==> src/source/bp_pkg.sv <==
// shared types for the next-fetch-address stage
//   XLEN          address and data width
//   fetch_info_t  decoded summary of the instruction at fetch_pc
//   prediction_t  one queued branch prediction
//   bp_state_t    control state

package bp_pkg;

	localparam int XLEN = 64; // rv64

	// decoder summary, one per fetch cycle
	typedef struct packed {
		logic is_jal;
		logic is_jalr;
		logic is_branch; // conditional branch
		logic is_call;
		logic is_return;
		logic is_rvc; // compressed, 2 bytes long
		logic [XLEN-1:0] imm; // sign-extended offset
	} fetch_info_t;

	// what was predicted and where to go if that was wrong
	typedef struct packed {
		logic taken;
		logic [XLEN-1:0] alt_pc;
	} prediction_t;

	typedef enum logic [0:0] {
		BOOT, // issue the reset vector once
		RUN
	} bp_state_t;

endpackage

==> src/source/target_gen.sv <==
// static prediction and target arithmetic
//   sequential address, taken target, link address
//   and the prediction record pushed into the resolve queue

module target_gen (
	input bp_pkg::fetch_info_t info,
	input logic [bp_pkg::XLEN-1:0] fetch_pc,
	input logic jalr_valid,
	input logic [bp_pkg::XLEN-1:0] jalr_pc,
	input logic [bp_pkg::XLEN-1:0] stack_top,
	input logic stack_hit,
	output logic predict_taken,
	output logic [bp_pkg::XLEN-1:0] next_pc,
	output logic [bp_pkg::XLEN-1:0] take_pc,
	output bp_pkg::prediction_t record,
	output logic [bp_pkg::XLEN-1:0] link_pc
);

	logic [bp_pkg::XLEN-1:0] step;
	logic [bp_pkg::XLEN-1:0] rel_target; // pc-relative target of jal and branches
	logic [bp_pkg::XLEN-1:0] jalr_target;
	logic backward;

	assign step = bp_pkg::XLEN'(info.is_rvc ? 2 : 4);
	assign next_pc = fetch_pc + step;
	assign rel_target = fetch_pc + info.imm;

	// return address from the stack when it can serve the return,
	// else whatever the register read delivered
	assign jalr_target = stack_hit ? stack_top : jalr_pc;

	assign take_pc = info.is_jalr ? jalr_target : rel_target;

	// backward taken, forward not taken
	assign backward = info.imm[bp_pkg::XLEN-1];
	assign predict_taken = (info.is_branch & backward) | info.is_jal | info.is_jalr;

	// keep the path not chosen, used on a mispredict
	assign record.taken = predict_taken;
	assign record.alt_pc = predict_taken ? next_pc : rel_target;

	assign link_pc = next_pc; // call pushes the address after itself

endmodule

==> src/source/resolve_queue.sv <==
// resolve queue of outstanding branch predictions
//   circular buffer, extra pointer bit separates full from empty
//   flush drops all entries, pop is the branch unit resolve strobe

module resolve_queue #(
	parameter int AW = 4
) (
	input logic CLK,
	input logic reset,
	input logic push,
	input logic pop,
	input logic flush,
	input bp_pkg::prediction_t push_data,
	output bp_pkg::prediction_t head,
	output logic full,
	output logic empty
);

	localparam int DEPTH = 2 ** AW;

	bp_pkg::prediction_t mem [DEPTH];

	logic [AW:0] wr_ptr;
	logic [AW:0] rd_ptr;

	assign empty = (wr_ptr == rd_ptr);
	assign full = (wr_ptr[AW] != rd_ptr[AW]) && (wr_ptr[AW-1:0] == rd_ptr[AW-1:0]);

	assign head = mem[rd_ptr[AW-1:0]]; // oldest unresolved branch

	always_ff @(posedge CLK) begin
		if (reset) begin
			wr_ptr <= '0;
			rd_ptr <= '0;
		end else if (flush) begin
			wr_ptr <= '0; // everything younger than the redirect is gone
			rd_ptr <= '0;
		end else begin
			if (push) begin
				wr_ptr <= wr_ptr + 1'b1;
			end
			if (pop) begin
				rd_ptr <= rd_ptr + 1'b1;
			end
		end
	end

	// payload only, pointers say what is live
	always_ff @(posedge CLK) begin
		if (push && !flush) begin
			mem[wr_ptr[AW-1:0]] <= push_data;
		end
	end

	// the control stalls a branch when the queue is full
	assert property (@(posedge CLK) disable iff (reset)
		(push && full) |-> pop);

	// the branch unit only resolves branches that were predicted
	assert property (@(posedge CLK) disable iff (reset)
		pop |-> !empty);

endmodule

==> src/source/return_stack.sv <==
// return address stack
//   ring of entries with a top pointer and a saturating count
//   a push when full overwrites the oldest entry

module return_stack #(
	parameter int AW = 4
) (
	input logic CLK,
	input logic reset,
	input logic push,
	input logic pop,
	input logic flush,
	input logic [bp_pkg::XLEN-1:0] push_addr,
	output logic [bp_pkg::XLEN-1:0] top,
	output logic empty
);

	localparam int DEPTH = 2 ** AW;

	logic [bp_pkg::XLEN-1:0] mem [DEPTH];

	logic [AW-1:0] top_ptr; // slot of the newest entry
	logic [AW:0] count; // live entries, saturates at DEPTH

	assign empty = (count == '0);
	assign top = mem[top_ptr];

	always_ff @(posedge CLK) begin
		if (reset) begin
			top_ptr <= '0;
			count <= '0;
		end else if (flush) begin
			count <= '0; // pointer may stay where it is
		end else if (push && !pop) begin
			top_ptr <= top_ptr + 1'b1; // wraps onto the oldest slot
			if (count != (AW+1)'(DEPTH)) begin
				count <= count + 1'b1;
			end
		end else if (pop && !push) begin
			top_ptr <= top_ptr - 1'b1;
			count <= count - 1'b1;
		end
		// push with pop replaces the top, depth unchanged
	end

	always_ff @(posedge CLK) begin
		if (!flush) begin
			if (push && pop) begin
				mem[top_ptr] <= push_addr;
			end else if (push) begin
				mem[top_ptr + 1'b1] <= push_addr;
			end
		end
	end

	// control only pops when it saw an entry
	assert property (@(posedge CLK) disable iff (reset)
		pop |-> !empty);

endmodule

==> src/source/branch_predict.sv <==
// next fetch address control
//   boot sequence, stall terms and selection priority
//   queue and stack strobes, mispredict detection

module branch_predict #(
	parameter logic [bp_pkg::XLEN-1:0] BOOT_PC = 64'h8000_0000
) (
	input logic CLK,
	input logic reset,
	input bp_pkg::fetch_info_t info,
	input logic fetch_pc_valid,
	input logic [bp_pkg::XLEN-1:0] fetch_pc,
	input logic fetch_ready,
	input logic jalr_valid,
	input logic exception,
	input logic [bp_pkg::XLEN-1:0] exception_pc,
	input logic bru_valid,
	input logic bru_taken,
	input logic predict_taken,
	input logic [bp_pkg::XLEN-1:0] next_pc,
	input logic [bp_pkg::XLEN-1:0] take_pc,
	input bp_pkg::prediction_t head,
	input logic queue_full,
	input logic stack_empty,
	output logic [bp_pkg::XLEN-1:0] fetch_addr,
	output logic fetch_valid,
	output logic mispredict,
	output logic queue_push,
	output logic queue_flush,
	output logic stack_push,
	output logic stack_pop,
	output logic stack_flush,
	output logic stack_hit
);

	bp_pkg::bp_state_t state;

	logic queue_stall;
	logic jalr_stall;
	logic advance;
	logic redirect;
	logic accept; // instruction really leaves the stage this cycle
	logic boot;
	logic fetch_valid_dnxt;
	logic [bp_pkg::XLEN-1:0] fetch_addr_dnxt;

	assign boot = (state == bp_pkg::BOOT);

	// oldest branch resolved against its prediction
	assign mispredict = bru_valid & (bru_taken ^ head.taken);
	assign redirect = mispredict | exception;

	assign queue_stall = info.is_branch & queue_full;
	// a jalr needs either jalr_pc or a return served by the stack
	assign jalr_stall = info.is_jalr & ~jalr_valid & (stack_empty | ~info.is_return);
	assign advance = (fetch_pc_valid | jalr_valid) & fetch_ready & ~queue_stall & ~jalr_stall;

	assign stack_hit = info.is_jalr & info.is_return & ~stack_empty;

	// a redirect discards whatever would have been recorded this cycle
	assign accept = advance & ~boot & ~redirect;

	assign queue_push = accept & info.is_branch;
	assign stack_push = accept & info.is_call & (info.is_jal | info.is_jalr);
	assign stack_pop = accept & stack_hit;
	assign queue_flush = redirect;
	assign stack_flush = redirect;

	always_comb begin
		if (boot) begin
			fetch_addr_dnxt = BOOT_PC;
		end else if (exception) begin
			fetch_addr_dnxt = exception_pc;
		end else if (mispredict) begin
			fetch_addr_dnxt = head.alt_pc; // path the prediction did not take
		end else if (advance) begin
			fetch_addr_dnxt = predict_taken ? take_pc : next_pc;
		end else begin
			fetch_addr_dnxt = fetch_pc; // hold
		end
	end

	assign fetch_valid_dnxt = boot | exception | mispredict | advance;

	always_ff @(posedge CLK) begin
		if (reset) begin
			state <= bp_pkg::BOOT;
			fetch_addr <= BOOT_PC;
			fetch_valid <= 1'b0;
		end else begin
			state <= bp_pkg::RUN; // boot address goes out once
			fetch_addr <= fetch_addr_dnxt;
			fetch_valid <= fetch_valid_dnxt;
		end
	end

	// nothing is fetched straight out of reset, the boot cycle comes first
	assert property (@(posedge CLK) $past(reset) |-> !fetch_valid);

endmodule

==> src/source/fetch_predict_top.sv <==
// next-fetch-address stage, top level
//   control plus target generation, resolve queue and return stack

module fetch_predict_top #(
	parameter int QUEUE_AW = 4,
	parameter int STACK_AW = 4,
	parameter logic [bp_pkg::XLEN-1:0] BOOT_PC = 64'h8000_0000
) (
	input logic CLK,
	input logic reset,
	input logic fetch_pc_valid,
	input logic [bp_pkg::XLEN-1:0] fetch_pc,
	input bp_pkg::fetch_info_t info,
	input logic fetch_ready,
	input logic jalr_valid,
	input logic [bp_pkg::XLEN-1:0] jalr_pc,
	input logic bru_valid,
	input logic bru_taken,
	input logic exception,
	input logic [bp_pkg::XLEN-1:0] exception_pc,
	output logic [bp_pkg::XLEN-1:0] fetch_addr,
	output logic fetch_valid,
	output logic mispredict
);

	logic predict_taken;
	logic [bp_pkg::XLEN-1:0] next_pc;
	logic [bp_pkg::XLEN-1:0] take_pc;
	logic [bp_pkg::XLEN-1:0] link_pc;
	bp_pkg::prediction_t record;
	bp_pkg::prediction_t head;
	logic queue_push, queue_flush, queue_full;
	logic stack_push, stack_pop, stack_flush, stack_empty, stack_hit;
	logic [bp_pkg::XLEN-1:0] stack_top;

	branch_predict #(.BOOT_PC(BOOT_PC)) ctrl (
		.CLK(CLK), .reset(reset), .info(info),
		.fetch_pc_valid(fetch_pc_valid), .fetch_pc(fetch_pc), .fetch_ready(fetch_ready),
		.jalr_valid(jalr_valid), .exception(exception), .exception_pc(exception_pc),
		.bru_valid(bru_valid), .bru_taken(bru_taken),
		.predict_taken(predict_taken), .next_pc(next_pc), .take_pc(take_pc),
		.head(head), .queue_full(queue_full), .stack_empty(stack_empty),
		.fetch_addr(fetch_addr), .fetch_valid(fetch_valid), .mispredict(mispredict),
		.queue_push(queue_push), .queue_flush(queue_flush),
		.stack_push(stack_push), .stack_pop(stack_pop), .stack_flush(stack_flush),
		.stack_hit(stack_hit)
	);

	target_gen tgen (
		.info(info), .fetch_pc(fetch_pc), .jalr_valid(jalr_valid), .jalr_pc(jalr_pc),
		.stack_top(stack_top), .stack_hit(stack_hit),
		.predict_taken(predict_taken), .next_pc(next_pc), .take_pc(take_pc),
		.record(record), .link_pc(link_pc)
	);

	resolve_queue #(.AW(QUEUE_AW)) bq (
		.CLK(CLK), .reset(reset), .push(queue_push), .pop(bru_valid), // resolve pops
		.flush(queue_flush), .push_data(record),
		.head(head), .full(queue_full), .empty()
	);

	return_stack #(.AW(STACK_AW)) ras (
		.CLK(CLK), .reset(reset), .push(stack_push), .pop(stack_pop),
		.flush(stack_flush), .push_addr(link_pc),
		.top(stack_top), .empty(stack_empty)
	);

endmodule

==> config.mk <==
export PLATFORM = sky130hd
export DESIGN_NAME = fetch_predict_top
export DESIGN_NICKNAME = d
export VERILOG_FILES = /design/src/source/bp_pkg.sv /design/src/source/target_gen.sv /design/src/source/resolve_queue.sv /design/src/source/return_stack.sv /design/src/source/branch_predict.sv /design/src/source/fetch_predict_top.sv
export SDC_FILE = /design/constraint.sdc
export NUM_CORES = 2
export LEC_CHECK = 0
export ABC_AREA = 1
export BUFFER_PORTS_ARGS = -buffer_cell sky130_fd_sc_hd__buf_2
export CELL_PAD_IN_SITES_DETAIL_PLACEMENT = 1
export CELL_PAD_IN_SITES_GLOBAL_PLACEMENT = 1
export CORE_ASPECT_RATIO = 0.7
export CORE_MARGIN = 4
export CORE_UTILIZATION = 50
export DETAILED_ROUTE_END_ITERATION = 8
export PLACE_DENSITY = 0.83
export SYNTH_ARGS = -nofsm -noshare
export SYNTH_HDL_FRONTEND = slang
export SYNTH_SLANG_ARGS = --single-unit
==> constraint.sdc <==
create_clock -name CLK -period 6.6 [get_ports CLK]
set_input_delay 0.99 -clock CLK [delete_from_list [all_inputs] [get_ports CLK]]
set_output_delay 0.99 -clock CLK [all_outputs]
set_load 0.02 [all_outputs]
# Word level (Yosys, flattened, before mapping)
# Memory sizes are Yosys's and may differ from the RTL's. A register that Yosys moved wholly into a read port is not among the register bits.
# Index checks and enable logic that the tools add are counted.
[classes] add_sub_neg=8 n_eq_ne=4 muxes=30 bitwise=33 reduce_logical=15
[op_table] op="64-bit two-way mux" count=8
[op_table] op="64-bit adder" count=2
[op_table] op="64-bit OR reduction" count=1
[op_table] op="4-bit two-way mux" count=7
[op_table] op="1-bit bitwise AND" count=16
[op_table] op="5-bit by 1-bit adder with 5-bit output (second input constant)" count=3
[op_table] op="5-bit two-way mux" count=3
[op_table] op="1-bit two-way mux" count=11
[op_table] op="1-bit bitwise OR" count=9
[op_table] op="1-bit inverter" count=7
[op_table] op="1-bit logical AND" count=5
[op_table] op="5-bit logical NOT" count=1
[op_table] op="5-bit != test (second input constant)" count=1
[op_table] op="5-bit by 1-bit subtractor with 5-bit output (second input constant)" count=1
[op_table] op="4-bit by 1-bit adder with 4-bit output (second input constant)" count=1
[op_table] op="4-bit == test" count=1
[op_table] op="2-bit AND reduction" count=2
[op_table] op="2-bit OR reduction" count=2
[op_table] op="4-bit by 1-bit subtractor with 4-bit output (second input constant)" count=1
[op_table] op="1-bit logical NOT" count=3
[op_table] op="3-bit two-way mux" count=1
[op_table] op="2-bit != test (second input constant)" count=1
[op_table] op="2-bit nonzero test" count=1
[op_table] op="1-bit != test" count=1
[op_table] op="1-bit XOR" count=1
[word_totals] ff_bits=85 mem_bits_rw=2064 out_inout_bits=66 elab_cells=99 mem_count=2
[mem_list] name="bq.mem" words=16 word_bits=65 rd=1 rd_ports_with_merged_regs=1 write_ports=1 line_no="resolve_queue.sv:21" source="bp_pkg::prediction_t mem [DEPTH];"
[mem_list] name="ras.mem" words=16 word_bits=64 rd=1 rd_ports_with_merged_regs=1 write_ports=1 line_no="return_stack.sv:20" source="logic [bp_pkg::XLEN-1:0] mem [DEPTH];"

# Longest topological paths before layout
[logic_depth] ltp_word=16 depth_mapped=26 depth_no_buf=24

# Cells and area by module
# From an unflattened synthesis, not the netlist that was laid out.
[unflattened] hier_cells=10768 hier_area_um2=103586.8
[modules_own_cells] module="resolve_queue" n_inst=1 cells_each=4280 area_each_um2=45225.9 seq_area_each_um2=31510.2
[modules_own_cells] module="return_stack" n_inst=1 cells_each=3376 area_each_um2=42926.2 seq_area_each_um2=31009.7
[modules_own_cells] module="target_gen" n_inst=1 cells_each=2180 area_each_um2=10323.7 seq_area_each_um2=0.0
[modules_own_cells] module="branch_predict" n_inst=1 cells_each=932 area_each_um2=5111.2 seq_area_each_um2=1321.3

# Worst setup path after synthesis
# No wires, ideal clock.
[synth_path] path_kind="input -> register" from="input port info[68] (netlist name)" to="memory ras.mem[0][0] (netlist name), enable pin" setup_ps=487 arrival_time_ps=5330 path_slack_ps=784 stages=16 path_cell_list="buf_2 > clkinv_1 > nor2_1 > nand2_1 > nand3_2 > nor2_1 > nand2_1 > nor2_2 > ha_1 > nand3_4 > buf_6 > nand2_2 > inv_2 > nor2_2 > nand3_1 > nor2_1"
[synth_between] elab_chain_cells=14 elab_cells_between_ends=23 classes_between="mux: 9; bitwise: 12; reduce/logical: 2"
[synth_lines] element="start, declared" line_no="fetch_predict_top.sv:13" source="input bp_pkg::fetch_info_t info,"
[synth_lines] element="1-bit bitwise AND (2 in a row)" line_no="branch_predict.sv:55" source="assign jalr_stall = info.is_jalr & ~jalr_valid & (stack_empty | ~info.is_return);"
[synth_lines] element="1-bit inverter" line_no="branch_predict.sv:56" source="assign advance = (fetch_pc_valid | jalr_valid) & fetch_ready & ~queue_stall & ~jalr_stall;"
[synth_lines] element="1-bit bitwise AND" line_no="branch_predict.sv:56"
[synth_lines] element="1-bit bitwise AND (2 in a row)" line_no="branch_predict.sv:61" source="assign accept = advance & ~boot & ~redirect;"
[synth_lines] element="1-bit bitwise AND (2 in a row)" line_no="branch_predict.sv:64" source="assign stack_push = accept & info.is_call & (info.is_jal | info.is_jalr);"
[synth_lines] element="1-bit two-way mux or 1-bit logical AND (tied branches)" line_no="return_stack.sv:50, return_stack.sv:48"
[synth_lines] element="1-bit two-way mux" line_no="return_stack.sv:48" source="if (push && pop) begin"
[synth_lines] element="1-bit two-way mux" line_no="return_stack.sv:47" source="if (!flush) begin"
[synth_lines] element="1-bit two-way mux (not written as such)" line_no="return_stack.sv:51" source="mem[top_ptr + 1'b1] <= push_addr;"
[synth_lines] element="64-bit OR reduction (no source line)"
[synth_lines] element="4-bit two-way mux (no source line) or 1-bit two-way mux (tied branches)"
[synth_lines] element="end, declared" line_no="return_stack.sv:20"
# Parallel ways exist; a longest one is shown, timed or not.

==> qor.yml <==
routing:
  top_layer: "met5"
  drc_errors: 0
  wl_per_cell_um: 33.76
  wl_met2_um: 167300
  wl_met1_um: 151400
  antenna_left: 0
  vias: 75278
  drt-initial-drc-count: 11431
  first_pass_iters: 6
  met3_wirelength_um: 47120
  wl_um: 387300
  avgViaCountPerCell: 6.562
sta:
  rsz0062_at_grt: "false"
  finalSetupTns_ns: 0
  max_slew_margin_pct: -12.24
  drv_slew: 6
  fin_crit_sh_pct: 93.86
  hold_viol_final: 0
  setup_violations: 0
  tightestPinTransition_ns: 1.677
  fin_crit_ns: 6.195
  finClkSkew_ns: 0.06572
  clock.fmax_ghz: 0.1614
  timing.hold.ws_ns: 0.3712
  setup_ws_ns: 0.4050
placed_design:
  place_congestion: 1.034
  pre_cts_ws_ns: 0.6218
  hpwl_um: 253900
  place_inst: 11085
  io_buffer_count: 335
layout:
  nets: 9152
  drive_gt1_share_pct: 10.01
  syn2layout_area_growth_pct: 12.17
  finalNonFillerCells: 11472
  fillerInstances: 19586
  most-common-layout-cells: "edfxtp_1, nor2_1, o21ai_0"
  multi_input_area_mm2: 0.02717
  layout_commonest_cell: "edfxtp_1"
  seq_area_mm2: 0.06387
synthesis:
  ys_ff_latch: 2157
  synth.net_count: 8933
  seq_area_frac_synth_pct: 67.56
  async_flop_share_pct: 0
  syn_inst: 8582
  syn_avg_cell_area_um2: 11.01
  synth-edff-count: 2064
  synthTopCellsByArea: "edfxtp_1, o21ai_0, nor2_1, nand2_1, o221ai_1"
  netlist.area_leader.share_pct: 65.59
  syn_area_mm2: 0.09450
  synth_cell_types: 46
  ys.flop_type: "edfxtp_1"
  ys_warn_count: 0
  synth_top_cell_by_area: "edfxtp_1"
die:
  die_y_um: 371.7
  coreArea_mm2: 0.1879
  die_width_um: 527.6
  initial_core_util_pct: 50.30
  ioPinCount: 336
  fp-row-count: 133
  design.die.area_mm2: 0.1961
clock_network:
  cts_tree: "built"
  cts_resized: 0
  insertion_delay_ns: 0.89
  root_buffer: "clkbuf_16"
  path_clk_slew_ns: 0.07
  cts_htree_levels: 4
  cts_buffer_depth: 4
  hold_buffers: 0
  cts_sinks: 2157
  post_cts_buffers: 0
  cts_buffers: 210
setup_path:
  ff2ff_path_depth: 12
  reg2reg_to: "ctrl.fetch_addr[28]"
  critPathBufInv: 4
  path_cells: "buf_4 > buf_4 > buf_4 > buf_12 > o21ai_0 > o221ai_1 > nand3_1 > nand2_1 > nor2_1 > nand2_1 > o211ai_1 > a21oi_1"
  path_delay_family: "buffers and inverters"
  reg2reg_slack_ns: 0.41
  crit_arrival_ns: 6.85
  cp-start-kind: "flop"
  crit_fanout: 176
  critPathRequiredTime_ns: 7.26
  crit_type: "flop to flop"
  end_kind: "flop"
  slowest_stage: "a21oi_1"
  crit_path_frequent_cell: "buf_4"
  cp_slowest_stage_delay_ns: 1.23
grt:
  grt_pass1_vias: 76316
  grt_overflow: 0
  grt_pass1_wl_um: 544200
  track_usage_pct: 38.64
  antenna_found_initial: 14
  grt_max_degree: 241
hold_path:
  holdPathEnd: "ctrl.fetch_addr[25]"
  min_path_cells: 3
  min-delay-start: "exception_pc[25]"
  hold_path_class: "input port to flop"
status:
  status: "complete, but fails checks"
  violations: "max-capacitance violations, max-slew violations"
power:
  p_sw_mw: 7.245
  power_frac_comb_pct: 8.3
  leakage_nw: 37.26
  p_total_mw: 29.24
  internal-power_mw: 22.00
  powerDensity_mw_per_mm2: 275.9
  p_seq_share_pct: 51.8
  ir_drop_v: 0.0002445
  sw_frac_of_total_pct: 24.78
  pwr-share-clk_pct: 39.8
run:
  drv_cap: 3
[how the worst max path moves through the flow]
stage	depth (start not counted)	slack, ns	to	start
2_1_floorplan	16	0.78	ras.mem[0][0]	info[68]
3_3_place_gp	12	0.79	ctrl.fetch_addr[28]	flop
3_5_place_dp	12	0.62	ctrl.fetch_addr[28]	flop
4_1_cts	12	0.61	ctrl.fetch_addr[28]	flop
5_1_grt	12	0.19	ctrl.fetch_addr[28]	flop
6_report	12	0.41	ctrl.fetch_addr[28]	flop
[metrics by stage]
step	util [%]	instance area, um2
CTS	56.38	105900
finish	56.42	106000
global route	56.41	106000
detailed placement	52.96	99500
global placement	52.96	99500
floorplan	-	94500
[power groups by stage]
stage	Clock, mW	Sequential [mW]	Combinational, mW
2_1_floorplan	0	15.5	1.12
3_3_place_gp	0	15.4	2.23
3_5_place_dp	0	15.4	2.31
4_1_cts	11.7	15.2	2.32
5_1_grt	12.3	15.1	2.52
6_report	11.7	15.2	2.44
[cells by family after synthesis]
group / after synthesis / share of synthesized area (%)
multiplexers: 1 / 0.01059
flip-flops: 2157 / 67.56
XOR/XNOR: 76 / 0.7044
AO/OA/AOI/OAI: 2270 / 13.83
buffers and inverters: 985 / 4.118
AND/OR/NAND/NOR: 3012 / 12.68
adder cells (fa/ha/maj): 81 / 1.096
[tightest hold or removal path: cells and delay by family]
kind | cells | cell delay (ns)
AOI/OAI and AO/OA | 2 | 0.16
buffers and inverters | 1 | 0.07
[per-layer routing]
layer  track usage (%)  up-vias
li1                  -    31364
met1             53.02    38038
met2             56.90     4979
met3             11.13      887
met4             18.43       10
met5                 0        -
[sequential cells by signal (all words and copies together), names as in the netlist, named ones only]
signal            count
bq.mem             1040
bq.wr_ptr             5
ras.count             5
ctrl.fetch_addr      64
ctrl.state            1
ras.top_ptr           4
ras.mem            1024
bq.rd_ptr             5
ctrl.fetch_valid      1
[final cells by class]
type	count	share of cell area [%]
diodes	6	0.01416
clock inverters	93	0.6976
repair buffers	523	3.409
flip-flops and latches	2157	60.26
inverters	469	1.689
clock buffers	287	5.355
well taps	2497	2.947
multi-input cells	5440	25.63
[Yosys cell counts (78+ instances only)]
library cell	number
nor2_1	1330
ha_1	78
inv_1	450
buf_2	83
a21oi_1	275
o221ai_1	252
edfxtp_1	2064
clkbuf_1	401
o21ai_0	1289
o22ai_1	219
nand2_1	1235
o211ai_1	134
nand3_1	304
dfxtp_1	93
No activity file was read; power rests on OpenSTA's default activity.
